File: src/soc_defines.svh
`ifndef SOC_DEFINES_SVH
`define SOC_DEFINES_SVH

// main RAM holds whole 32-bit words only
`define SOC_RAM_AW    10
`define SOC_RAM_WORDS 1024

// address bits 31:28 pick the slave on the data bus
`define SOC_SEL_RAM   4'h0
`define SOC_SEL_GPIO  4'hB
`define SOC_SEL_TICK  4'hC

// register offsets are taken from address bits 7:0
`define GPIO_REG_OUT  8'h00
`define GPIO_REG_DIR  8'h04
`define GPIO_REG_IN   8'h08 // synchronized pin levels, read only

`define TICK_REG_COUNT 8'h00
`define TICK_REG_CTRL  8'h04 // bit 0 enables counting

`endif
File: src/soc_pkg.sv
`default_nettype none

`include "soc_defines.svh"

package soc_pkg;

    typedef logic [31:0] word_t;
    typedef logic [31:0] addr_t;
    typedef logic [3:0]  byte_en_t; // bit n covers bits 8n+7 down to 8n

    typedef logic [`SOC_RAM_AW-1:0] ram_addr_t;

    // master side of the data bus, also what dbus hands each slave
    typedef struct packed {
        addr_t    address;
        byte_en_t byteenable;
        logic     read;
        logic     write;
        word_t    wrdata;
    } bus_req_t;

    typedef struct packed {
        word_t rddata;
        logic  stall; // master holds its request while this is high
    } bus_rsp_t;

    typedef enum logic [1:0] {
        IDLE,
        RD_WAIT,
        MERGE_WR
    } conv_state_t;

endpackage

`default_nettype wire

File: src/dbus.sv
`timescale 1ns/1ns
`default_nettype none

`include "soc_defines.svh"

module dbus (
    input  wire soc_pkg::bus_req_t m_req_i,
    output soc_pkg::bus_rsp_t      m_rsp_o,
    output soc_pkg::bus_req_t      ram_req_o,
    output soc_pkg::bus_req_t      gpio_req_o,
    output soc_pkg::bus_req_t      tick_req_o,
    input  wire soc_pkg::bus_rsp_t ram_rsp_i,
    input  wire soc_pkg::bus_rsp_t gpio_rsp_i,
    input  wire soc_pkg::bus_rsp_t tick_rsp_i
);
    import soc_pkg::*;

    logic [3:0] sel;
    logic       ram_hit;
    logic       gpio_hit;
    logic       tick_hit;

    // payload goes to every slave, only the strobes are steered
    function automatic bus_req_t gate_req(input bus_req_t req, input logic hit);
        bus_req_t r;
        r       = req;
        r.read  = req.read && hit;
        r.write = req.write && hit;
        return r;
    endfunction

    assign sel      = m_req_i.address[31:28];
    assign ram_hit  = (sel == `SOC_SEL_RAM);
    assign gpio_hit = (sel == `SOC_SEL_GPIO);
    assign tick_hit = (sel == `SOC_SEL_TICK);

    assign ram_req_o  = gate_req(m_req_i, ram_hit);
    assign gpio_req_o = gate_req(m_req_i, gpio_hit);
    assign tick_req_o = gate_req(m_req_i, tick_hit);

    always_comb begin
        if (ram_hit) begin
            m_rsp_o = ram_rsp_i; // the only path that can stall
        end else if (gpio_hit) begin
            m_rsp_o = gpio_rsp_i;
        end else if (tick_hit) begin
            m_rsp_o = tick_rsp_i;
        end else begin
            m_rsp_o = '0; // unmapped reads return zero and complete at once
        end
    end

endmodule

`default_nettype wire

File: config.mk
export PLATFORM = sky130hd
export DESIGN_NAME = dbus
export DESIGN_NICKNAME = d
export VERILOG_FILES = /design/src/soc_pkg.sv /design/src/dbus.sv
export VERILOG_INCLUDE_DIRS = /design/src
export SDC_FILE = /design/constraint.sdc
export NUM_CORES = 1
export LEC_CHECK = 0
export BUFFER_PORTS_ARGS = -buffer_cell sky130_fd_sc_hd__buf_2
export CAP_MARGIN = 5
export CORE_AREA = 4 4 157 159
export DETAILED_ROUTE_END_ITERATION = 6
export DIE_AREA = 0 0 161 163
export GPL_TIMING_DRIVEN = 0
export PLACE_DENSITY = 0.44
export SKIP_LAST_GASP = 1
export SLEW_MARGIN = 30
export SYNTH_ARGS = -nofsm -noshare
export SYNTH_HDL_FRONTEND = slang
export SYNTH_SLANG_ARGS = --single-unit
File: constraint.sdc
create_clock -name vclk -period 2.7
set_input_delay 0.27 -clock vclk [all_inputs]
set_output_delay 0.27 -clock vclk [all_outputs]
set_load 0.005 [all_outputs]
==> results.tsv <==
stage	metric	value	unit
outcome	status	complete, no violations	
final_layout	mostFrequentLayoutCell	buf_2	
sta	fin_crit_sh	0.832	
setup_path	cpPeakStageDelay	0.63	ns
grt	overflow	0	
yosys	synth.distinct_cells	12	
yosys	synth.top_cell.area_share	0.711	
setup_path	path_class	in2out	
detailed_routing	drt_pass1_iterations	7	
yosys	ys_seq_area_frac	0	
sta	rsz0062_at_grt	false	
final_layout	nets	809	
yosys	syn_nets	459	
setup_path	slowest_stage	clkbuf_1	
final_layout	antenna_cells	0	
die	ioPinCount	412	
clock_tree	post_cts_resized	0	
power_and_ir_drop	p_leak	2.85	nW
final_layout	fin_cells	957	
placement	place_congestion	0.727	
final_layout	drive_gt1_frac	0.884	
yosys	ys_warn_count	0	
power_and_ir_drop	max-vdd-ir-drop	0.0000402	V
final_layout	seq_cells	0	
yosys	yosysTopAreaCell	buf_4	
detailed_routing	drc_errors	0	
grt	grt_pass1_vias	2962	
setup_path	critPathLaunchType	input pin	
die	die_width	161	µm
yosys	yosys-top-cells-area	buf_4, a222oi_1, inv_1	
final_layout	fill_cells	2661	
grt	grt_usage	0.0729	
final_layout	post-route-util	0.185	
final_layout	area_growth	99.4	%
yosys	synthCells	290	
min_path	hold_path.class	in2out	
placement	port_buffers	348	
final_layout	mostFrequentLayoutCells	buf_2, buf_4, a222oi_1, inv_1, and2_1	
die	die_area	26200	µm²
die	start_util	0.0926	
setup_path	critPathCaptureType	output port	
sta	slew_headroom	0.467	
sta	fmax	445	MHz
final_layout	regArea	0	µm²
setup_path	crit_chain	buf_2 > and4bb_1 > buf_2 > clkbuf_1 > a222oi_1 > inv_1 > buf_2	
detailed_routing	vias	3016	
yosys	netlist_area	2150	µm²
clock_tree	postCtsSetupBuffers	0	
sta	post-route-min-period	2.25	ns
yosys	synth.avg_cell_area	7.43	µm²
final_layout	clock_buffers	0	
sta	worst_pin_slew	0.800	ns
sta	finalSetupTns	0	ns
die	core	23300	µm²
final_layout	design_area	4300	µm²
detailed_routing	detail_route.wl_per_cell	12.1	µm
job	drv_cap	0	
placement	postPlaceCellArea	4300	µm²
grt	antenna_found_initial	2	
power_and_ir_drop	p_per_area	131	nW/µm²
sta	finalSetupViolCount	0	
sta	finalMaxSlewViolations	0	
clock_tree	hold_buffers	0	
setup_path	path_max_fanout	10	
setup_path	crit_family	buffers and inverters	
detailed_routing	antenna_left	0	
detailed_routing	viasPerCell	3.15	
setup_path	required	2.43	ns
setup_path	critPathArrivalTime	1.98	ns
grt	grt_first_pass_wirelength	15500	µm
sta	hold_viol	0	
placement	placed_cells_incl_taps	957	
die	rows	56	
placement	dp_hpwl	10500	µm
die	die_y	163	µm
detailed_routing	totalWireLength	11600	µm
detailed_routing	drt_iter0_markers	169	
setup_path	worstPathBufferInverterCount	5	
setup_path	cp_common_cell	buf_2	
grt	grt_max_degree	11	
==> synthesized netlist by cell type <==
cell,n
buf_4,204
a222oi_1,33
inv_1,33
buf_2,5
and2_1,4
and2_2,2
buf_6,2
buf_8,2
clkbuf_1,2
and4b_1,1
and4bb_1,1
nor4_4,1
==> layout make-up <==
cell class                      count  area [µm²]  share of cell area
Inverter                           33         124              0.0288
Multi-Input combinational cell     42         414              0.0964
Buffer                            215        1620               0.376
Timing Repair Buffer              348        1740               0.405
Tap cell                          319         399              0.0929
==> path summary, 6_finish.rpt <==
check / end / cells after the start / startpoint / slack (ns)
setup / recovery: m_rsp_o[16] / 7 / m_req_i[66] / 0.45
hold / removal: tick_req_o[13] / 2 / m_req_i[13] / 0.71
==> report_power, final <==
group	internal, mW	switching [mW]	leakage, nW	total (mW)
clock	0	0	0	0
combinational	0.376	0.188	2.85	0.564
sequential	0	0	0	0
total	0.376	0.188	2.85	0.564
==> stage by stage <==
stage	hold slack [ns]	setup WS (ns)	power, mW
after global routing	0.709	0.302	0.610
final	0.706	0.452	0.564
after floorplan	0.621	1.33	0.291
after CTS	0.707	0.332	0.573
after global placement	0.708	0.338	0.572
after detailed placement	0.707	0.355	0.572
==> metal layers <==
layer | GRT usage | wire length (µm)
met2 | 0.157 | 6440
met1 | 0.0717 | 3580
met3 | 0.0149 | 1340
met5 | 0 | 27
met4 | 0.0101 | 170
==> kinds of logic (layout without fill, tap and decap cells) <==
group                  Yosys count  after routing  synth area share
buffers and inverters          248            596             0.808
and+or+nand+nor                  9              9            0.0389
AOI/OAI and AO/OA               33             33             0.153
Note: power is estimated with default switching activity, not from simulation.
