$ cat config.mk
export PLATFORM = sky130hd
export DESIGN_NAME = ticker
export DESIGN_NICKNAME = d
export VERILOG_FILES = /design/src/soc_pkg.sv /design/src/ticker.sv
export VERILOG_INCLUDE_DIRS = /design/src
export SDC_FILE = /design/constraint.sdc
export NUM_CORES = 1
export LEC_CHECK = 0
export BUFFER_PORTS_ARGS = -buffer_cell sky130_fd_sc_hd__buf_2
export CAP_MARGIN = 15
export CORE_ASPECT_RATIO = 1.1
export CORE_UTILIZATION = 35
export DETAILED_ROUTE_END_ITERATION = 16
export GPL_ROUTABILITY_DRIVEN = 0
export REMOVE_ABC_BUFFERS = 1
export SLEW_MARGIN = 20
export SYNTH_ARGS = -nofsm -noshare
export SYNTH_HDL_FRONTEND = slang
export SYNTH_SLANG_ARGS = --single-unit
$ cat constraint.sdc
create_clock -name clk_i -period 5.6 [get_ports clk_i]
set_input_delay 1.4 -clock clk_i [delete_from_list [all_inputs] [get_ports clk_i]]
set_output_delay 1.4 -clock clk_i [all_outputs]
set_load 0.05 [all_outputs]
$ cat src/soc_defines.svh
`ifndef SOC_DEFINES_SVH
`define SOC_DEFINES_SVH

// main RAM holds whole 32-bit words only
`define SOC_RAM_AW    10
`define SOC_RAM_WORDS 1024

// address bits 31:28 pick the slave on the data bus
`define SOC_SEL_RAM   4'h0
`define SOC_SEL_GPIO  4'hB
`define SOC_SEL_TICK  4'hC

// register offsets are taken from address bits 7:0
`define GPIO_REG_OUT  8'h00
`define GPIO_REG_DIR  8'h04
`define GPIO_REG_IN   8'h08 // synchronized pin levels, read only

`define TICK_REG_COUNT 8'h00
`define TICK_REG_CTRL  8'h04 // bit 0 enables counting

`endif
$ cat src/soc_pkg.sv
`default_nettype none

`include "soc_defines.svh"

package soc_pkg;

    typedef logic [31:0] word_t;
    typedef logic [31:0] addr_t;
    typedef logic [3:0]  byte_en_t; // bit n covers bits 8n+7 down to 8n

    typedef logic [`SOC_RAM_AW-1:0] ram_addr_t;

    // master side of the data bus, also what dbus hands each slave
    typedef struct packed {
        addr_t    address;
        byte_en_t byteenable;
        logic     read;
        logic     write;
        word_t    wrdata;
    } bus_req_t;

    typedef struct packed {
        word_t rddata;
        logic  stall; // master holds its request while this is high
    } bus_rsp_t;

    typedef enum logic [1:0] {
        IDLE,
        RD_WAIT,
        MERGE_WR
    } conv_state_t;

endpackage

`default_nettype wire

$ cat src/ticker.sv
`timescale 1ns/1ns
`default_nettype none

`include "soc_defines.svh"

module ticker (
    input  wire                    clk_i,
    input  wire                    arst_n_i,
    input  wire soc_pkg::bus_req_t req_i,
    output soc_pkg::bus_rsp_t      rsp_o
);
    import soc_pkg::*;

    word_t      count_q;
    logic       en_q;
    logic [7:0] reg_off;

    assign reg_off = req_i.address[7:0];

    // counts bus clocks, a bus load of COUNT wins over the increment
    always_ff @(posedge clk_i or negedge arst_n_i) begin
        if (!arst_n_i) begin
            count_q <= '0;
            en_q    <= 1'b0;
        end else begin
            if (req_i.write && (reg_off == `TICK_REG_COUNT)) begin
                count_q <= req_i.wrdata;
            end else if (en_q) begin
                count_q <= count_q + 32'd1;
            end
            if (req_i.write && (reg_off == `TICK_REG_CTRL)) begin
                en_q <= req_i.wrdata[0];
            end
        end
    end

    always_comb begin
        rsp_o.stall = 1'b0;
        case (reg_off)
            `TICK_REG_COUNT: rsp_o.rddata = count_q;
            `TICK_REG_CTRL:  rsp_o.rddata = {31'd0, en_q};
            default:         rsp_o.rddata = '0;
        endcase
    end

endmodule

`default_nettype wire

==> key figures <==
CTS
  – H-tree Lvls: 2
  – Postcts setup bufs: 0
  – Clock root buffer: clkbuf_8
  – Skew-Pair Late Insertion Delay: 0.29 ns
  – Max clock buf depth: 2
  – Post-CTS resize count: 0
  – CTS Sinks: 33
  – CTS tree: yes
  – Clock buffer count from CTS: 5
  – Clock-pin transition on the worst setup and hold timing paths: 0.07 ns
  – CTS Hold Bufs: 0

Cells and area
  – Antenna diode count: 0
  – Post-route cell area: 0.00259 mm2
  – Layout area overhead: 23.3%
  – Final core utilization: 45.0%
  – Filler Cell Count: 616
  – Footprint of the multi-input gates: 0.00120 mm2
  – Nets@finish: 385
  – Final Non-Filler Cells: 390
  – Layout cells sized above 1: 30.7%
  – Reg area: 826 um2

Detailed routing
  – Antenna-violating nets left: 0
  – Starting DRT DRC Count: 93
  – DR vias: 1,873
  – Pre-antenna DRT Iters: 4
  – Total Wirelength: 4.92 mm
  – Drc violations: 0
  – Vias per Instance: 4.80
  – Routed len/inst: 12.6 um

Floorplanning
  – Initial core utilization: 36.5%
  – CORE AREA: 0.00577 mm2
  – Row count: 29
  – Die X-Extent: 75.9 um
  – DIE HEIGHT: 83.3 um
  – Boundary Pins: 105
  – Die area: 0.00632 mm2

Timing
  – Final setup viols: 0
  – Fin crit period: 4.39 ns
  – Setup TNS Final: 0 ns
  – Unrepaired setup endpoints after global routing: false
  – Final Skew: 0.00702 ns
  – Max-slew headroom: 44.6%
  – Ratio of final minimum period to clock period: 78.4%
  – Final hold vios: 0
  – Slew Viols, Final: 0
  – Worst-Margin Slew: 0.826 ns
  – Max Clk Rate: 0.228 GHz

Power and ir drop
  – Power per cell area: 376 mW/mm2
  – Max VDD drop: 0.000138 V
  – Lkg Pwr: 0.00115 uW

Place
  – Post-DP HPWL: 3.40 mm
  – Count of input and output buffers: 74
  – Dpl cells: 382
  – Cell Area, Placed: 0.00250 mm2

Worst setup path
  – CP max FO: 31
  – Worst Path Required: 4.20 ns
  – Worst EP arrival: 2.99 ns
  – Crit Path Class: input pin to output port
  – CP endpoint kind: output port
  – CP Launch Type: input pin

Global routing
  – GRT Total Usage: 15.9%
  – First-pass GRT wire length: 7.94 mm
  – Vias in the first global route: 1,776
  – Antenna violations before repair: 0
  – Grt ovf: 0
  – Pin count of the biggest net entering global routing: 65

Synthesis
  – Cells after Synth: 243
  – Synth Cell Area: 0.00210 mm2
  – Synth unique cells: 35
  – Mapped Avg Cell Area: 8.66 um2
  – Synth Register Bits: 33
  – Post-synthesis sequential area ratio: 39.3%
  – Warnings from Yosys: 0

Outcome
  – Status: complete, no violations

Run
  – Max Cap Viol: 0

Hold path
  – Worst hold path type: flip-flop to flip-flop
## placed cells by master, fill, tap and decap left out
master / synthesis / routed
inv_1: 2 / 2
and3_2: 1 / 1
nor2_4: 1 / 1
or2_2: 1 / 1
dfrtp_1: 33 / 33
clkinvlp_4: 0 / 1
nand2_4: 0 / 1
nand2_1: 8 / 8
nor3_2: 1 / 1
nor3_1: 3 / 3
and3_1: 4 / 4
nand4_2: 1 / 1
mux2i_1: 2 / 2
a31oi_1: 1 / 1
clkinv_2: 0 / 2
nor4_4: 1 / 1
buf_2: 6 / 74
a21oi_1: 31 / 31
mux2_2: 1 / 1
nand4_1: 15 / 15
and2_2: 1 / 1
buf_4: 1 / 1
and2_1: 33 / 33
or4_1: 1 / 1
nand3_2: 2 / 2
ha_1: 1 / 1
and4_1: 2 / 2
nand3_1: 10 / 10
nand2_2: 2 / 1
xnor2_1: 5 / 5
nor2_1: 37 / 37
or3_1: 2 / 2
nor4_2: 1 / 1
xor2_1: 25 / 25
o21ai_0: 1 / 1
clkbuf_8: 0 / 5
conb_1: 1 / 1
## final cells by class
cell class | count | share of cell area (%)
sequential | 33 | 31.8
inverter | 2 | 0.289
tap | 77 | 3.71
multi-input combinational | 195 | 46.3
clock inverter | 3 | 0.675
clock buffer | 5 | 2.65
timing repair buffer | 75 | 14.6
## sequential cells by signal, summed over array words and instances (netlist names)
signal	cells
count_q	32
en_q	1
## cell usage after synthesis
cell,count,area [um2]
and4_1,2,17.5
xor2_1,25,219
buf_2,6,30.0
buf_4,1,7.51
and2_1,33,206
nor2_4,1,11.3
and3_1,4,25.0
and3_2,1,7.51
xnor2_1,5,43.8
nor3_2,1,10.0
nor2_1,37,139
ha_1,1,12.5
nor4_2,1,12.5
a31oi_1,1,6.26
dfrtp_1,33,826
clkbuf_1,4,15.0
and2_2,1,7.51
mux2i_1,2,20.0
o21ai_0,1,5.00
nand2_2,2,12.5
nor4_4,1,21.3
or2_2,1,6.26
nand3_2,2,20.0
nand4_2,1,12.5
conb_1,1,3.75
nand2_1,8,30.0
or4_1,1,7.51
inv_1,2,7.51
a21oi_1,31,155
nor3_1,3,15.0
nand4_1,15,93.8
nand3_1,10,50.1
buf_6,2,22.5
or3_1,2,12.5
mux2_2,1,11.3
## routing by layer
metal  wire length, um  up-vias  GRT usage [%]
li1                  -      958              -
met1              2210      857           19.1
met2              2390       56           27.5
met3               298        2           3.96
met4                23        0           5.24
met5                 0        -              0
## worst max-delay path, cell delays in order
cell	delay (ns)
buf_2	0.09
or4_1	0.55
nor3_2	0.17
buf_4	0.31
and2_1	0.19
buf_2	0.26
## power by group
group	internal (uW)	switching (uW)	leakage [uW]	total, uW
clock	85.8	92.0	0.0000439	178
sequential	327	110	0.000327	436
combinational	165	197	0.000776	362
## metrics by stage
step / setup WS, ns / hold slack, ns / total power, uW
detailed placement: 1.22 / 0.566 / 802
global route: 1.13 / 0.605 / 1050
finish: 1.21 / 0.564 / 976
global placement: 1.24 / 0.548 / 791
floorplan: 0.874 / 0.528 / 703
CTS: 1.22 / 0.575 / 986
## path summary, 6_finish.rpt
path                        startpoint          end  slack (ns)  cells past startpoint
min                        count_q[31]  count_q[31]        0.56                      2
max                          req_i[42]    rsp_o[32]        1.21                      6
max reg2reg                 count_q[8]  count_q[31]        3.49                      5
min in group asynchronous     arst_n_i   count_q[0]        1.18                      1
min reg2reg                count_q[31]  count_q[31]        0.56                      2
max in group asynchronous     arst_n_i  count_q[22]        3.94                      1
## cells by family after synthesis
group | share of synthesized area (%)
xor+xnor | 12.5
compound gates | 7.91
simple gates | 34.1
flops | 39.3
mux | 1.49
buf+inv | 3.93
other cells | 0.178
fa+ha+maj | 0.595
(Power assumes the default switching activity.)
