`src/soc_defines.svh`:
```
`ifndef SOC_DEFINES_SVH
`define SOC_DEFINES_SVH

// main RAM holds whole 32-bit words only
`define SOC_RAM_AW    10
`define SOC_RAM_WORDS 1024

// address bits 31:28 pick the slave on the data bus
`define SOC_SEL_RAM   4'h0
`define SOC_SEL_GPIO  4'hB
`define SOC_SEL_TICK  4'hC

// register offsets are taken from address bits 7:0
`define GPIO_REG_OUT  8'h00
`define GPIO_REG_DIR  8'h04
`define GPIO_REG_IN   8'h08 // synchronized pin levels, read only

`define TICK_REG_COUNT 8'h00
`define TICK_REG_CTRL  8'h04 // bit 0 enables counting

`endif
```
`src/soc_pkg.sv`:
```
`default_nettype none

`include "soc_defines.svh"

package soc_pkg;

    typedef logic [31:0] word_t;
    typedef logic [31:0] addr_t;
    typedef logic [3:0]  byte_en_t; // bit n covers bits 8n+7 down to 8n

    typedef logic [`SOC_RAM_AW-1:0] ram_addr_t;

    // master side of the data bus, also what dbus hands each slave
    typedef struct packed {
        addr_t    address;
        byte_en_t byteenable;
        logic     read;
        logic     write;
        word_t    wrdata;
    } bus_req_t;

    typedef struct packed {
        word_t rddata;
        logic  stall; // master holds its request while this is high
    } bus_rsp_t;

    typedef enum logic [1:0] {
        IDLE,
        RD_WAIT,
        MERGE_WR
    } conv_state_t;

endpackage

`default_nettype wire

```
`src/gpio_top.sv`:
```
`timescale 1ns/1ns
`default_nettype none

`include "soc_defines.svh"

module gpio_top (
    input  wire                    clk_i,
    input  wire                    arst_n_i,
    input  wire soc_pkg::bus_req_t req_i,
    output soc_pkg::bus_rsp_t      rsp_o,
    input  wire soc_pkg::word_t    gpio_i,
    output soc_pkg::word_t         gpio_o,
    output soc_pkg::word_t         gpio_oe_o
);
    import soc_pkg::*;

    word_t      out_q;
    word_t      dir_q;
    word_t      in_meta_q; // first synchronizer stage
    word_t      in_sync_q;
    logic [7:0] reg_off;

    assign reg_off   = req_i.address[7:0];
    assign gpio_o    = out_q;
    assign gpio_oe_o = dir_q;

    always_ff @(posedge clk_i or negedge arst_n_i) begin
        if (!arst_n_i) begin
            out_q     <= '0;
            dir_q     <= '0;
            in_meta_q <= '0;
            in_sync_q <= '0;
        end else begin
            in_meta_q <= gpio_i;
            in_sync_q <= in_meta_q;
            if (req_i.write && (reg_off == `GPIO_REG_OUT)) begin
                out_q <= req_i.wrdata;
            end
            if (req_i.write && (reg_off == `GPIO_REG_DIR)) begin
                dir_q <= req_i.wrdata; // a set bit drives the pin
            end
        end
    end

    always_comb begin
        rsp_o.stall = 1'b0;
        case (reg_off)
            `GPIO_REG_OUT: rsp_o.rddata = out_q;
            `GPIO_REG_DIR: rsp_o.rddata = dir_q;
            `GPIO_REG_IN:  rsp_o.rddata = in_sync_q;
            default:       rsp_o.rddata = '0;
        endcase
    end

endmodule

`default_nettype wire

```
`config.mk`:
```
export PLATFORM = sky130hd
export DESIGN_NAME = gpio_top
export DESIGN_NICKNAME = d
export VERILOG_FILES = /design/src/soc_pkg.sv /design/src/gpio_top.sv
export VERILOG_INCLUDE_DIRS = /design/src
export SDC_FILE = /design/constraint.sdc
export NUM_CORES = 1
export LEC_CHECK = 0
export ABC_AREA = 1
export BUFFER_PORTS_ARGS = -buffer_cell sky130_fd_sc_hd__buf_2
export CAP_MARGIN = 25
export CORE_ASPECT_RATIO = 1.25
export CORE_MARGIN = 1.5
export CORE_UTILIZATION = 50
export CTS_CLUSTER_DIAMETER = 40
export DETAILED_ROUTE_END_ITERATION = 8
export GPL_TIMING_DRIVEN = 0
export HOLD_SLACK_MARGIN = 0.02
export PLACE_DENSITY = 0.92
export SLEW_MARGIN = 5
export SYNTH_ARGS = -nofsm -noshare
export SYNTH_HDL_FRONTEND = slang
export SYNTH_SLANG_ARGS = --single-unit
```
`constraint.sdc`:
```
create_clock -name clk_i -period 2.5 [get_ports clk_i]
set_input_delay 0.375 -clock clk_i [delete_from_list [all_inputs] [get_ports clk_i]]
set_output_delay 0.375 -clock clk_i [all_outputs]
set_load 0.02 [all_outputs]
```
==> impl_metrics.xml <==
<?xml version="1.0" encoding="UTF-8"?>
<metrics>
  <group name="clock_tree">
    <metric name="cts.reportedPaths.clkPinSlew" unit="ns">0.06</metric>
    <metric name="clock_latency" unit="ns">0.41</metric>
    <metric name="tritoncts.num_buffers" unit="">17</metric>
    <metric name="cts_hold_buffers" unit="">1</metric>
    <metric name="clockBufferDepth" unit="">2</metric>
    <metric name="clock_sink_count" unit="">128</metric>
    <metric name="number_of_gates_given_a_new_drive_strength_after_cts" unit="">0</metric>
    <metric name="cts_htree_levels" unit="">4</metric>
    <metric name="postCtsSetupRepairBufs" unit="">0</metric>
    <metric name="tritoncts" unit="">done</metric>
    <metric name="root_driver" unit="">sky130_fd_sc_hd__clkbuf_16</metric>
  </group>
  <group name="logic_synthesis">
    <metric name="synth_top_cell_by_area" unit="">sky130_fd_sc_hd__dfrtp_1</metric>
    <metric name="syn-num-nets" unit="">610</metric>
    <metric name="ys_ff_latch" unit="">128</metric>
    <metric name="sequential_share_of_the_synthesized_area" unit="%">65.27</metric>
    <metric name="synth.yosys.warnings" unit="">0</metric>
    <metric name="ys_types" unit="">14</metric>
    <metric name="yosys-top-cells-area" unit="">sky130_fd_sc_hd__dfrtp_1, sky130_fd_sc_hd__nand3_1, sky130_fd_sc_hd__nand2_1</metric>
    <metric name="netlist.area_leader.share" unit="%">65.27</metric>
    <metric name="syn_avg_cell_area" unit="sq um">9.698</metric>
    <metric name="synth.cell_area" unit="sq um">4907</metric>
    <metric name="synthCells" unit="">506</metric>
  </group>
  <group name="route">
    <metric name="firstDrtPassIters" unit="">5</metric>
    <metric name="drt-total-wl" unit="um">15420</metric>
    <metric name="dr_total_vias" unit="">4710</metric>
    <metric name="post-route-drc-count" unit="">0</metric>
    <metric name="routed_via_density" unit="">5.634</metric>
    <metric name="routed_wire_length_per_instance" unit="um">18.44</metric>
    <metric name="antenna_viol_nets_final" unit="">0</metric>
    <metric name="initial_drt_markers" unit="">406</metric>
  </group>
  <group name="power_and_ir_drop">
    <metric name="power.internal" unit="mW">3.793</metric>
    <metric name="cellPowerDensity" unit="nW/um^2">766.5</metric>
    <metric name="power.sequential.fraction" unit="%">44.4</metric>
    <metric name="ir_drop" unit="V">0.0006070</metric>
    <metric name="power.share.switching" unit="%">24.54</metric>
    <metric name="power.share.clock" unit="%">48.8</metric>
    <metric name="p_comb_share" unit="%">6.8</metric>
    <metric name="leakagePower" unit="nW">3.724</metric>
    <metric name="p_switching" unit="mW">1.233</metric>
    <metric name="total_power" unit="mW">5.026</metric>
  </group>
  <group name="worst_setup_path">
    <metric name="timing.critical_path.fanout_max" unit="">10</metric>
    <metric name="critical-path-max-stage-delay" unit="ns">0.40</metric>
    <metric name="data_required_time_of_the_worst_path" unit="ns">2.12</metric>
    <metric name="critical_path.slowest_cell" unit="">sky130_fd_sc_hd__buf_2</metric>
    <metric name="critical_path_most_common_cell" unit="">sky130_fd_sc_hd__buf_2</metric>
    <metric name="timing.critical_path.cells" unit="">buf_2 -&gt; inv_1 -&gt; nand2_1 -&gt; nor2_1 -&gt; buf_2 -&gt; nand3_1 -&gt; nand3_1 -&gt; buf_2</metric>
    <metric name="crit_type" unit="">primary input to output pin</metric>
    <metric name="critical_path.endpoint_type" unit="">output pin</metric>
    <metric name="crit_path_start_kind" unit="">primary input</metric>
    <metric name="crit_arrival" unit="ns">1.82</metric>
  </group>
  <group name="global_route">
    <metric name="globalRoute.busiestLayer" unit="">met2</metric>
    <metric name="gr-usage-all-layers" unit="%">30.43</metric>
    <metric name="antenna_found_initial" unit="">0</metric>
    <metric name="grt_util_met2" unit="%">50.35</metric>
    <metric name="globalRoute.totalOverflow" unit="">0</metric>
    <metric name="grt_use_met1" unit="%">35.49</metric>
    <metric name="global_route_wire_length_before_repair" unit="um">23710</metric>
    <metric name="grt_util_met3" unit="%">7.867</metric>
    <metric name="first_global_vias" unit="">4680</metric>
    <metric name="grt_start_max_net_pins" unit="">81</metric>
  </group>
  <group name="floorplanning">
    <metric name="start_util" unit="%">51.34</metric>
    <metric name="coreArea" unit="sq um">9559</metric>
    <metric name="die-area" unit="sq um">10420</metric>
    <metric name="rows" unit="">40</metric>
    <metric name="dieWidth" unit="um">91.61</metric>
    <metric name="num_io_pins" unit="">201</metric>
    <metric name="die_h" unit="um">113.8</metric>
  </group>
  <group name="timing">
    <metric name="fin_crit" unit="ns">2.198</metric>
    <metric name="timing.clock.skew" unit="ns">0.004719</metric>
    <metric name="finalHoldViolCount" unit="">0</metric>
    <metric name="grt_setup_unrepaired" unit="">no</metric>
    <metric name="fmax" unit="MHz">455.0</metric>
    <metric name="finalSetupViolCount" unit="">0</metric>
    <metric name="finalMaxSlewViolations" unit="">0</metric>
    <metric name="fin_setup_tns" unit="ns">0</metric>
    <metric name="timing.final.crit_share" unit="%">87.92</metric>
  </group>
  <group name="placed_design">
    <metric name="portBuffers" unit="">170</metric>
    <metric name="dp_hpwl" unit="um">10490</metric>
    <metric name="gp_routability_congestion" unit="">0.8568</metric>
  </group>
  <group name="run_status">
    <metric name="outcome" unit="">complete, no violations</metric>
  </group>
  <group name="layout">
    <metric name="synthToLayoutAreaGrowth" unit="%">33.63</metric>
    <metric name="finalNetCount" unit="">801</metric>
    <metric name="layout.filler_cells" unit="">692</metric>
    <metric name="layout-drive-gt1-share" unit="%">33.94</metric>
    <metric name="n_diodes" unit="">0</metric>
  </group>
  <group name="job">
    <metric name="timing.max_cap.violations" unit="">0</metric>
  </group>
  <group name="min_path">
    <metric name="timing.hold.worst.class" unit="">primary input to register</metric>
  </group>
</metrics>
## placed cells by master, fill, tap and decap left out, types with 3 or more instances in the layout
master / synthesis / layout
sky130_fd_sc_hd__clkinv_4: 0 / 4
sky130_fd_sc_hd__inv_6: 0 / 3
sky130_fd_sc_hd__dfrtp_1: 128 / 128
sky130_fd_sc_hd__nand2_1: 177 / 177
sky130_fd_sc_hd__clkbuf_16: 0 / 17
sky130_fd_sc_hd__inv_1: 4 / 4
sky130_fd_sc_hd__buf_6: 6 / 7
sky130_fd_sc_hd__clkinvlp_4: 0 / 5
sky130_fd_sc_hd__buf_2: 26 / 195
sky130_fd_sc_hd__nor2_1: 7 / 7
sky130_fd_sc_hd__nand3_1: 150 / 150
## routing by layer
| layer | wire (um) | part of all wire (%) |
|---|---|---|
| met5 | 0 | 0 |
| met4 | 844 | 5.5 |
| met3 | 1205 | 7.8 |
| met2 | 7759 | 50 |
| met1 | 5609 | 36 |
## power groups by stage
stage / clock [mW] / combinational, mW / sequential [mW]
final: 2.45 / 0.343 / 2.23
after global routing: 2.57 / 0.372 / 2.24
after CTS: 2.46 / 0.343 / 2.23
after detailed placement: 0 / 0.340 / 2.27
after global placement: 0 / 0.321 / 2.26
after floorplan: 0 / 0.0773 / 2.32
## cell usage after synthesis
cell type and n:
sky130_fd_sc_hd__nand2_1 177, sky130_fd_sc_hd__clkbuf_1 1, sky130_fd_sc_hd__nand3_1 150, sky130_fd_sc_hd__buf_6 6
sky130_fd_sc_hd__nor2_1 7, sky130_fd_sc_hd__dfrtp_1 128, sky130_fd_sc_hd__buf_4 2, sky130_fd_sc_hd__conb_1 1
sky130_fd_sc_hd__buf_2 26, sky130_fd_sc_hd__nand2_2 1, sky130_fd_sc_hd__inv_1 4, sky130_fd_sc_hd__nor2_4 1
sky130_fd_sc_hd__inv_2 1, sky130_fd_sc_hd__nor2_2 1
## path summary, 6_finish.rpt
path,from,cells after the start,slack [ns],end
hold / removal,gpio_i[30],1,0.06,in_meta_q[30]$_DFF_PN0_
setup reg to reg,gpio_oe_o[9]$_DFFE_PN0P_,2,1.81,gpio_oe_o[9]$_DFFE_PN0P_
min in group asynchronous,arst_n_i,2,0.49,in_meta_q[15]$_DFF_PN0_
max in group asynchronous,arst_n_i,3,1.29,in_meta_q[0]$_DFF_PN0_
setup / recovery,req_i[40],8,0.30,rsp_o[9]
hold reg to reg,in_meta_q[6]$_DFF_PN0_,0,0.34,in_sync_q[6]$_DFF_PN0_
## cell families (layout without fill, tap and decap cells)
kind of cell / after synthesis / after routing / share of synthesized area, %
flops: 128 / 128 / 65.27
buf+inv: 40 / 244 / 4.793
simple gates: 337 / 337 / 29.86
other cells: 1 / 1 / 0.07642
## stage by stage
step	hold WS (ns)	worst slack [ns]	std cells	utilization [%]	instance area, sq um
finish	0.06484	0.3021	836	68.60	6558
global route	0.04869	0.2721	836	68.60	6558
CTS	0.05567	0.3512	836	68.60	6558
detailed placement	0.3347	0.3687	803	62.24	5949
global placement	0.3325	-0.3943	802	61.88	5916
floorplan	0.07941	0.8783	506	-	4907
## sequential cells by signal, indices dropped and copies added, names as in the netlist
| register | count |
|---|---|
| gpio_o | 32 |
| gpio_oe_o | 32 |
| in_meta_q | 32 |
| in_sync_q | 32 |
## area by class of cell
class	instances	area (sq um)	area share, %
buffer	35	216.5	3.301
multi-input combinational	338	1469	22.40
inverter	5	18.77	0.2862
sequential	128	3203	48.85
tap	126	157.7	2.404
clock inverter	14	158.9	2.423
clock buffer	18	439.2	6.697
timing repair buffer	172	894.6	13.64
## critical path, delay by kind of cell
kind | cells | cell delay, ns
AND/OR/NAND/NOR | 4 | 0.69
buffers and inverters | 4 | 0.76
(Power assumes the default switching activity.)
