`src/soc_defines.svh`:
```
`ifndef SOC_DEFINES_SVH
`define SOC_DEFINES_SVH

// main RAM holds whole 32-bit words only
`define SOC_RAM_AW    10
`define SOC_RAM_WORDS 1024

// address bits 31:28 pick the slave on the data bus
`define SOC_SEL_RAM   4'h0
`define SOC_SEL_GPIO  4'hB
`define SOC_SEL_TICK  4'hC

// register offsets are taken from address bits 7:0
`define GPIO_REG_OUT  8'h00
`define GPIO_REG_DIR  8'h04
`define GPIO_REG_IN   8'h08 // synchronized pin levels, read only

`define TICK_REG_COUNT 8'h00
`define TICK_REG_CTRL  8'h04 // bit 0 enables counting

`endif
```
`src/soc_pkg.sv`:
```
`default_nettype none

`include "soc_defines.svh"

package soc_pkg;

    typedef logic [31:0] word_t;
    typedef logic [31:0] addr_t;
    typedef logic [3:0]  byte_en_t; // bit n covers bits 8n+7 down to 8n

    typedef logic [`SOC_RAM_AW-1:0] ram_addr_t;

    // master side of the data bus, also what dbus hands each slave
    typedef struct packed {
        addr_t    address;
        byte_en_t byteenable;
        logic     read;
        logic     write;
        word_t    wrdata;
    } bus_req_t;

    typedef struct packed {
        word_t rddata;
        logic  stall; // master holds its request while this is high
    } bus_rsp_t;

    typedef enum logic [1:0] {
        IDLE,
        RD_WAIT,
        MERGE_WR
    } conv_state_t;

endpackage

`default_nettype wire

```
`src/bytes_conv.sv`:
```
`timescale 1ns/1ns
`default_nettype none

`include "soc_defines.svh"

module bytes_conv (
    input  wire                    clk_i,
    input  wire                    arst_n_i,
    input  wire soc_pkg::bus_req_t req_i,
    output soc_pkg::bus_rsp_t      rsp_o,
    output soc_pkg::ram_addr_t     ram_addr_o,
    output soc_pkg::word_t         ram_wdata_o,
    output logic                   ram_we_o,
    output logic                   ram_re_o,
    input  wire soc_pkg::word_t    ram_rdata_i
);
    import soc_pkg::*;

    conv_state_t state_q;
    conv_state_t state_d;
    word_t       merged_d;
    word_t       merged_q;
    logic        full_wr;
    logic        part_wr;

    assign full_wr = req_i.write && (req_i.byteenable == 4'hF);
    assign part_wr = req_i.write && (req_i.byteenable != 4'hF);

    assign ram_addr_o  = req_i.address[`SOC_RAM_AW+1:2];
    assign ram_wdata_o = (state_q == MERGE_WR) ? merged_q : req_i.wrdata;

    // enabled lanes come from the master, the rest from the word read back
    always_comb begin
        for (int i = 0; i < 4; i++) begin
            merged_d[8*i +: 8] = req_i.byteenable[i] ? req_i.wrdata[8*i +: 8]
                                                     : ram_rdata_i[8*i +: 8];
        end
    end

    always_comb begin
        state_d      = state_q;
        ram_re_o     = 1'b0;
        ram_we_o     = 1'b0;
        rsp_o.rddata = ram_rdata_i; // only taken by the master once stall drops
        rsp_o.stall  = 1'b0;
        case (state_q)
            IDLE: begin
                if (req_i.read || part_wr) begin
                    ram_re_o    = 1'b1;
                    rsp_o.stall = 1'b1;
                    state_d     = RD_WAIT;
                end else if (full_wr) begin
                    ram_we_o = 1'b1; // whole word goes straight through
                end
            end
            RD_WAIT: begin
                if (part_wr) begin
                    rsp_o.stall = 1'b1; // old word is here, merge it next edge
                    state_d     = MERGE_WR;
                end else begin
                    state_d = IDLE;
                end
            end
            MERGE_WR: begin
                ram_we_o = 1'b1;
                state_d  = IDLE;
            end
            default: begin
                state_d = IDLE;
            end
        endcase
    end

    always_ff @(posedge clk_i or negedge arst_n_i) begin
        if (!arst_n_i) begin
            state_q <= IDLE;
        end else begin
            state_q <= state_d;
        end
    end

    always_ff @(posedge clk_i) begin
        if (state_q == RD_WAIT) begin
            merged_q <= merged_d;
        end
    end

endmodule

`default_nettype wire

```
`config.mk`:
```
export PLATFORM = sky130hd
export DESIGN_NAME = bytes_conv
export DESIGN_NICKNAME = d
export VERILOG_FILES = /design/src/soc_pkg.sv /design/src/bytes_conv.sv
export VERILOG_INCLUDE_DIRS = /design/src
export SDC_FILE = /design/constraint.sdc
export NUM_CORES = 1
export LEC_CHECK = 0
export ABC_AREA = 0
export BUFFER_PORTS_ARGS = -buffer_cell sky130_fd_sc_hd__buf_2
export CORE_ASPECT_RATIO = 0.5
export CORE_MARGIN = 2
export CORE_UTILIZATION = 35
export DETAILED_ROUTE_END_ITERATION = 16
export HOLD_SLACK_MARGIN = 0.03
export PLACE_DENSITY = 0.86
export REMOVE_ABC_BUFFERS = 1
export SLEW_MARGIN = 0
export SYNTH_ARGS = -nofsm -noshare
export SYNTH_HDL_FRONTEND = slang
export SYNTH_SLANG_ARGS = --single-unit
```
`constraint.sdc`:
```
create_clock -name clk_i -period 1.5 [get_ports clk_i]
set_input_delay 0.45 -clock clk_i [delete_from_list [all_inputs] [get_ports clk_i]]
set_output_delay 0.45 -clock clk_i [all_outputs]
set_load 0.01 [all_outputs]
```
==> impl_results.md, run 1 <==
- CTS Buf Count: 5
- Leakage: 1.54 nW
- Die H: between 60 and 70 um
- Crit end category: output port
- Vias in the first global route: ~1800
- CTS tree: yes
- Routed via count: 1718
- Unique masters post-synth: 19
- Post-DR vias/cell: ~4.7
- Cell Area, Synth: approximately 2300 um2
- Hpwl dp: between 4000 and 5000 um
- Gpl congestion: between 0.8 and 0.9
- Worst EP required: 1.05 ns
- Synth Warn #: 0
- Pre-CTS setup slack: -0.250 ns
- Pin count of the biggest net entering global routing: 17
- Worst hold start: ram_rdata_i[6]
- Critical path class: register to output port
- FF+latch count, synth: 34
- Grt total ovfl: 0
- RSZ-0062 raised after global routing: yes
- Die Wd: between 100 and 150 um
- Clock-pin transition on the worst setup and hold timing paths: ~0.050 ns
- First-pass GRT wire length: 9510 um
- Antenna diodes: 0
- Wirelength per Cell: ~19 um
- Clk_skew: between 0.006 and 0.007 ns
- DR DRC count: 0
- # rows: 20
- CTS Sinks: 34
- CTS max path bufs: 2
- HP Class: primary input to register
- Initial antenna violation count: 0
- Power Density: 1110 nW/um2
- FF-to-FF Start: state_q[1]
- Nature of the critical path startpoint: register
- Port bufs: about 140
- I/O Pins: about 180
- Most common cell after layout, fill and taps aside: buf_2
- Crit Path Max Fanout: 7
- Maxcap violations: 0
- Setup WS post-layout: -0.510 ns
- Routed WL: around 6800 um
- WP data arrival: about 1.6 ns
- Total Die Area: between 7000 and 8000 um2
- Failing checks: setup timing
- Slew @ Worst Pin: between 0.3 and 0.4 ns
- Initial DRC Count: 52
- Seq/Total Area, Yosys: 0.433
- Area grow syn2layout: 45.1%
- Drt pass-1 iters: 4
- Final antenna-violating net count: 0
- Starting Density: 0.373
- Fin crit period: between 2 and 2.5 ns
- Maximum clock frequency: 498 MHz
- Proportion of layout cells with a drive suffix above 1: 0.847
- Maximum VDD drop: around 490 uV
- Commonest non-fill, non-tap cells in the layout: 105 x buf_2, 35 x buf_6, 32 x mux2_2, 32 x mux2_4, 32 x edfxtp_1
- H-tree levels: 2
- Total GRT Usage: 0.177
- Fin. Hold Viols: 0
- Max Slew Vio Count: 0
- Pwr Total: around 0.0037 W
- Fin nets: 380
- Mapped Cells: 160
- Final std cells w/o fill: approximately 360
- Final-report setup violation count: 35
- Core Area: 6260 um2
- Period utilization: 1.34
- Worst Setup SP: state_q[0]
- Slew headroom: 0.777
- Mapped Avg Cell Area: between 10 and 15 um2
- Status: finished, violations left
- Dpl cells: 348
- Worst-Skew Late Latency: between 0.2 and 0.3 ns
- Clock Tree Root: clkbuf_16
[metrics by stage]
step	hold slack [ns]	instance area (um2)	TNS (ns)	util
2_1_floorplan	0.154	1930	-38.73	-
3_3_place_gp	0.235	2870	-5.90	0.459
3_5_place_dp	0.238	2870	-6.70	0.459
4_1_cts	0.489	3380	-16.75	0.540
5_1_grt	0.487	3390	-18.38	0.541
6_report	0.487	3390	-16.96	0.541
[path summary, 6_finish.rpt]
check / to / slack, ns / depth (start not counted)
max: ram_wdata_o[8] / -0.51 / 5
min: merged_q[6] / 0.49 / 2
max reg2reg: merged_q[23] / 0.05 / 4
min reg2reg: state_q[0] / 0.73 / 3
max in group asynchronous: state_q[0] / 0.89 / 2
min in group asynchronous: state_q[1] / 0.51 / 2
[cells in the mapped netlist (all sizes together)]
library cell	n	share of area
a31o	1	0.0038
and2b	1	0.0032
and4	1	0.0038
buf	50	0.17
dfrtp	2	0.021
edfxtp	32	0.41
inv	1	0.0016
mux2	64	0.36
nand2b	1	0.0027
nor2	1	0.0016
nor2b	1	0.0038
nor3b	1	0.0032
o21ai	1	0.0021
o41ai	2	0.0075
or3b	1	0.0038
[layout make-up]
class	instances	area (um2)
Clock buffer	5	125
Clock inverter	1	3.75
Fill cell	528	2870
Inverter	1	3.75
Multi-Input combinational cell	75	965
Sequential cell	34	1010
Tap cell	88	110
Timing Repair Buffer	159	1170
[flip-flops by register name, indices dropped and copies added (netlist names)]
| signal | cells |
|---|---|
| merged_q | 32 |
| state_q | 2 |
[critical path, cell delays in order (launching register included)]
cell and delay [ns]:
dfrtp_1 0.41, nor2b_4 0.16, buf_6 0.14, buf_16 0.13
mux2_4 0.32, buf_6 0.13
[report_power, final]
part / internal [W] / switching (W)
registers: 0.00129 / 0.0000651
clock network: 0.000589 / 0.000360
logic: 0.000835 / 0.000610
[logic make-up after synthesis]
logic type / after synthesis / synth area share
muxes: 64 / 0.355
buffers and inverters: 51 / 0.176
DFF: 34 / 0.433
and+or+nand+nor: 7 / 0.0220
AOI/OAI and AO/OA: 4 / 0.0134
[layer usage]
layer | up-vias | track usage | part of all wire
met4 | 0 | 0.0639 | 0.017
li1 | 776 | - | -
met3 | 13 | 0.0821 | 0.086
met1 | 872 | 0.172 | 0.34
met2 | 57 | 0.349 | 0.55
met5 | - | 0 | 0
[what timing repair did]
item / in CTS / in global routing
hold endpoints to repair: 2 / 0
pin swaps: 0 / 0
resized for setup: 47 / 5
setup buffers: 5 / 1
hold buffers: 1 / 0
cloned: 3 / 0
setup endpoints to repair: 35 / 35
No activity file was read; power rests on OpenSTA's default activity.
==> inputs of run 2 (changes only) <==
--- a/config.mk
+++ b/config.mk
@@ -12,10 +12,11 @@
 export CORE_MARGIN = 2
 export CORE_UTILIZATION = 35
 export DETAILED_ROUTE_END_ITERATION = 16
-export HOLD_SLACK_MARGIN = 0.03
 export PLACE_DENSITY = 0.86
 export REMOVE_ABC_BUFFERS = 1
+export SETUP_SLACK_MARGIN = 0.5
 export SLEW_MARGIN = 0
 export SYNTH_ARGS = -nofsm -noshare
 export SYNTH_HDL_FRONTEND = slang
 export SYNTH_SLANG_ARGS = --single-unit
+export TNS_END_PERCENT = 30
==> run 2 against run 1 <==
Effect of this change:
- the flow still finishes with violations (setup timing)
- combinational power increased by 23%
- global-route usage increased by 3.1 points
- setup slack got worse by 0.035 ns
- core utilization increased by 11 points
- sequential cell count unchanged
- critical endpoint is now ram_wdata_o[20]
- largest cell class unchanged
==> impl_results.md, run 2 (synthesized netlist as in run 1, its figures left out) <==
- Fin. Hold Viols: 0 (unchanged)
- Most common cell on crit path: buf_6
- Met3 WL: 618 um (+5.6%)
- Max Slew Vio Count: 0 (unchanged)
- Core Area: 6260 um2 (unchanged)
- DR DRC count: 0 (unchanged)
- H-tree levels: 2 (unchanged)
- Highest routed layer: met4
- WP buf/inv: 3 (unchanged)
- Clock Tree Root: clkbuf_16
- Worst-Skew Late Latency: 0.27 ns (about the same)
- CTS tree: yes
- Clock-pin transition on the worst setup and hold timing paths: 0.05 ns (about the same)
- Maximum clock frequency: 489 MHz (-1.7%)
- Final antenna-violating net count: 0 (unchanged)
- Crit end category: output port
- Proportion of layout cells with a drive suffix above 1: 0.856 (+0.00884)
- Total GRT Usage: 0.208 (+0.0306)
- Worst path cell trace: nor2b_4 > buf_6 > buf_12 > mux2_4 > buf_6
- CTS Buf Count: 5 (unchanged)
- # rows: 20 (unchanged)
- Period utilization: 1.36 (+0.0234)
- Routed via count: 1880 (+9.4%)
- Initial antenna violation count: 0 (unchanged)
- Maximum VDD drop: 512 uV (+3.9%)
- Starting Density: 0.373 (unchanged)
- Die Wd: 119 um (unchanged)
- First-pass GRT wire length: 11300 um (+19%)
- Die H: 61.7 um (unchanged)
- Fin util: 0.654 (+0.113)
- Fin crit period: 2.04 ns (+0.0351 ns)
- Hpwl dp: 4650 um (unchanged)
- Antenna diodes: 0 (unchanged)
- Critical path class: register to output port
- Routed WL: 8670 um (+27%)
- Worst EP required: 1.05 ns (about the same)
- HP Class: primary input to register
- Grt total ovfl: 0 (unchanged)
- Power Density: 1010 nW/um2 (-9.2%)
- Fin Hold WS: 0.477 ns (-0.00933 ns)
- Met2 wire length: 4630 um (+22%)
- Met1 Wirelength: 3150 um (+34%)
- Pin count of the biggest net entering global routing: 17 (unchanged)
- CP top delay family: flip-flops
- Final std cells w/o fill: 366 (+0.83%)
- Wirelength per Cell: 23.7 um (+26%)
- Maxcap violations: 0 (unchanged)
- Area grow syn2layout: 75.3%
- Final-report setup violation count: 35 (unchanged)
- Crit Path Max Fanout: 8 (+1)
- Vias in the first global route: 1979 (+8.1%)
- Slew @ Worst Pin: 0.323 ns (-0.00671 ns)
- Most common cell after layout, fill and taps aside: buf_6
- Status: finished, violations left
- CTS max path bufs: 2 (unchanged)
- Failing checks: setup timing
- Dpl cells: 348 (unchanged)
- Total Die Area: 7380 um2 (unchanged)
- Largest register by flop count: merged_q
- Nature of the critical path startpoint: register
- Clk_skew: 0.00288 ns (-0.00350 ns)
- Post-DR vias/cell: 5.14 (+8.5%)
- I/O Pins: 181 (unchanged)
- Leakage: 1.88 nW (+22%)
- Max reg flops: 32 (unchanged)
- Drt pass-1 iters: 4 (unchanged)
- Fin nets: 383 (+0.79%)
- Top Registers: merged_q (32), state_q (2)
- Gpl congestion: 0.824 (unchanged)
- Slew headroom: 0.782 (+0.00453)
- CTS Sinks: 34 (unchanged)
- RSZ-0062 raised after global routing: yes
- WP data arrival: 1.59 ns (+0.03 ns)
- Port bufs: 138 (unchanged)
- Initial DRC Count: 95 (+83%)
- Worst path max stage delay: 0.42 ns (about the same)
- Commonest non-fill, non-tap cells in the layout: 92 x buf_6, 62 x mux2_4, 37 x buf_2, 32 x edfxtp_1, 14 x buf_8
- Setup WS post-layout: -0.545 ns (-0.0351 ns)
- Slowest stage cell, crit path: dfrtp_1
==> run 2: cell count changes in the layout (fill, tap and decap cells not counted), sizes merged <==
cell    before  now
buf        158  160
clkbuf       5    6
==> run 2: final cells by class <==
type / count / area (um2)
Clock buffer: 5 / 125
Clock inverter: 1 / 3.75
Fill cell: 378 / 2160
Inverter: 1 / 3.75
Multi-Input combinational cell: 75 / 1090
Sequential cell: 34 / 1010
Tap cell: 88 / 110
Timing Repair Buffer: 162 / 1750
==> run 2: power by group <==
part,internal [W],switching [W],total [W]
sequential,0.00129,0.0000768,0.00137
combinational,0.00109,0.000695,0.00178
clock,0.000591,0.000374,0.000965
==> run 2: routing by layer <==
metal / global-route usage / vias to the layer above
met2: 0.400 / 95
met5: 0 / -
li1: - / 792
met1: 0.227 / 965
met4: 0.0437 / 0
met3: 0.0821 / 28
==> run 2: per-stage QoR <==
stage	setup TNS [ns]	power (W)	setup WS [ns]	cell area, um2
3_3_place_gp	-5.90	0.00241	-0.218	2870
5_1_grt	-19.11	0.00424	-0.579	4090
6_report	-17.95	0.00411	-0.545	4090
2_1_floorplan	-38.73	0.00189	-1.15	1930
4_1_cts	-16.75	0.00394	-0.507	3960
3_5_place_dp	-6.70	0.00245	-0.250	2870
==> run 2: path summary, 6_finish.rpt <==
| check | startpoint | endpoint | slack (ns) | cells past startpoint |
|---|---|---|---|---|
| setup / recovery | state_q[0] | ram_wdata_o[20] | -0.54 | 5 |
| hold / removal | ram_rdata_i[7] | merged_q[7] | 0.48 | 2 |
| setup reg to reg | state_q[1] | merged_q[4] | 0.03 | 4 |
| hold reg to reg | state_q[1] | state_q[0] | 0.73 | 3 |
| max in group asynchronous | arst_n_i | state_q[0] | 0.89 | 2 |
| min in group asynchronous | arst_n_i | state_q[1] | 0.51 | 2 |
==> run 2: timing repair <==
| action | CTS | global route |
|---|---|---|
| hold endpoints to repair | 2 | 0 |
| buffers inserted | 5 | 1 |
| endpoints found under the setup margin | 132 | 116 |
| hold buffers | 1 | 0 |
| pin swaps | 0 | 1 |
| cloned | 4 | 1 |
| gates resized for setup | 152 | 25 |
==> inputs of run 3 (changes only) <==
--- a/config.mk
+++ b/config.mk
@@ -10,9 +10,9 @@
 export BUFFER_PORTS_ARGS = -buffer_cell sky130_fd_sc_hd__buf_2
 export CORE_ASPECT_RATIO = 0.5
 export CORE_MARGIN = 2
-export CORE_UTILIZATION = 35
+export CORE_UTILIZATION = 36
 export DETAILED_ROUTE_END_ITERATION = 16
-export PLACE_DENSITY = 0.86
+export PLACE_DENSITY = 0.88
 export REMOVE_ABC_BUFFERS = 1
 export SETUP_SLACK_MARGIN = 0.5
 export SLEW_MARGIN = 0
==> run 3 against run 2 <==
Effect of this change:
- the flow still finishes with violations (setup timing)
- largest power group unchanged
- via count is 2.7% lower
- first-iteration DRC count is 34% lower
- critical endpoint is now ram_wdata_o[15]
- cell count is 1.4% lower
- clock power is 2% higher
- critical path type unchanged
- clock skew is 0.0011 ns higher
- largest cell class unchanged
==> impl_results.md, run 3 (synthesized netlist as in run 1, its figures left out) <==
- Status: finished, violations left
- Failing checks: setup timing
- Pin count of the biggest net entering global routing: 18 (+1)
- Critical path class: register to output port
- I/O Pins: 181 (unchanged)
- Drt pass-1 iters: 4 (unchanged)
- Power Density: 1020 nW/um2 (+1.1%)
- Post-DR vias/cell: 5.07 (-1.3%)
- Leakage: 1.80 nW (-4.4%)
- Pwr Total: 0.00400 W (-2.7%)
- Worst-Skew Late Latency: 0.27 ns (about the same)
- Maximum VDD drop: 482 uV (-5.9%)
- Fin nets: 376 (-1.8%)
- Commonest non-fill, non-tap cells in the layout: 92 x buf_6, 57 x mux2_4, 37 x buf_2, 32 x edfxtp_1, 13 x buf_8
- Initial DRC Count: 63 (-34%)
- Worst EP required: 1.05 ns (about the same)
- Clock Tree Root: clkbuf_16
- # rows: 20 (unchanged)
- Routed WL: 8620 um (-0.54%)
- Crit end category: output port
- Proportion of layout cells with a drive suffix above 1: 0.853 (-0.00264)
- Hpwl dp: 4600 um (-0.94%)
- CTS Sinks: 34 (unchanged)
- Fin. Hold Viols: 0 (unchanged)
- Clk_skew: 0.00402 ns (+0.00114 ns)
- DR DRC count: 0 (unchanged)
- Vias in the first global route: 1961 (-0.91%)
- Grt total ovfl: 0 (unchanged)
- Final antenna-violating net count: 0 (unchanged)
- Fin crit period: 2.01 ns (-0.0339 ns)
- CTS max path bufs: 2 (unchanged)
- Most common cell after layout, fill and taps aside: buf_6
- Slew headroom: 0.793 (+0.0111)
- RSZ-0062 raised after global routing: yes
- Total Die Area: 7180 um2 (-2.6%)
- Global routing usage on met1: 0.200 (-0.0274)
- Period utilization: 1.34 (-0.0226)
- Initial antenna violation count: 0 (unchanged)
- Total GRT Usage: 0.204 (-0.00401)
- Wirelength per Cell: 23.9 um (+0.84%)
- Maximum clock frequency: 497 MHz (+1.7%)
- Antenna diodes: 0 (unchanged)
- Max Slew Vio Count: 0 (unchanged)
- Routing usage on met2: 0.407 (+0.00698)
- Fillers: 404 (+6.9%)
- Max reg flops: 32 (unchanged)
- CTS tree: yes
- Maxcap violations: 0 (unchanged)
- Area grow syn2layout: 68.8%
- H-tree levels: 2 (unchanged)
- Routed via count: 1830 (-2.7%)
- Port bufs: 138 (unchanged)
- Largest register by flop count: merged_q
- Crit Path Max Fanout: 17 (+9)
- Fin util: 0.640 (-0.0142)
- Gpl congestion: 0.791 (-4.0%)
- HP Class: primary input to register
- Setup WS post-layout: -0.511 ns (+0.0339 ns)
- Die H: 60.9 um (-1.3%)
- Die Wd: 118 um (-1.4%)
- Clock-pin transition on the worst setup and hold timing paths: 0.06 ns (about the same)
- CTS Buf Count: 5 (unchanged)
- Final-report setup violation count: 35 (unchanged)
- Core Area: 6160 um2 (-1.6%)
- WP data arrival: 1.56 ns (-0.03 ns)
- Final std cells w/o fill: 361 (-1.4%)
- Met3 Usage GRT: 0.0630 (-0.0191)
- First-pass GRT wire length: 10900 um (-3.2%)
- Nature of the critical path startpoint: register
- Fin Hold WS: 0.475 ns (-0.00265 ns)
- Most used routing layer: met2
- Dpl cells: 348 (unchanged)
- Slew @ Worst Pin: 0.306 ns (-0.0164 ns)
- Top Registers: merged_q (32), state_q (2)
- Starting Density: 0.379 (+0.00607)
[run 3: cell count changes in the layout (fill, tap and decap cells not counted), sizes merged]
cell / delta
buf: -6
clkinv: +1
[run 3: through the flow]
step | area (um2) | setup TNS, ns | worst slack [ns]
floorplan | 1930 | -38.73 | -1.15
global placement | 2870 | -7.14 | -0.255
detailed placement | 2870 | -7.99 | -0.271
CTS | 3810 | -16.03 | -0.479
global route | 3940 | -17.80 | -0.534
finish | 3940 | -16.77 | -0.511
[run 3: final timing paths]
path                                  from         endpoint  slack (ns)  cells past startpoint
setup / recovery                state_q[0]  ram_wdata_o[15]       -0.51                      4
hold / removal             ram_rdata_i[31]     merged_q[31]        0.47                      2
setup reg to reg                state_q[1]     merged_q[16]        0.19                      3
hold reg to reg                 state_q[1]       state_q[0]        0.72                      3
max in group asynchronous         arst_n_i       state_q[1]        0.90                      2
min in group asynchronous         arst_n_i       state_q[0]        0.50                      2
[run 3: final cells by class]
cell class              instances  area [um2]  share of cell area
repair buffers                155        1610               0.409
multi-input cells              75        1060               0.270
flip-flops and latches         34        1010               0.257
clock buffers                   6         129              0.0327
well taps                      88         110              0.0280
clock inverters                 2        8.76             0.00222
inverters                       1        3.75            0.000953
[run 3: repair_timing]
action / 4_1_cts / 5_1_grt
gates cloned: 1 / 0
resized for setup: 136 / 31
hold buffers: 1 / 0
hold endpoints to repair: 2 / 0
buffers inserted: 3 / 0
endpoints found under the setup margin: 131 / 122
pin swaps: 2 / 2
[run 3: critical path: stages, from the launching register on]
cell     delay, ns
dfrtp_1       0.41
nor2b_4       0.19
buf_12        0.21
mux2_4        0.33
buf_6         0.12
[run 3: routing by layer]
| metal | wire (um) | vias to the layer above |
|---|---|---|
| li1 | - | 773 |
| met1 | 2870 | 922 |
| met2 | 4880 | 103 |
| met3 | 493 | 32 |
| met4 | 374 | 0 |
| met5 | 0 | - |
[run 3: power by group]
group / switching [W] / internal, W / total [W]
Combinational: 0.000662 / 0.000990 / 0.00165
Clock: 0.000375 / 0.000607 / 0.000982
Sequential: 0.0000787 / 0.00129 / 0.00137
Total: 0.00112 / 0.00289 / 0.00400
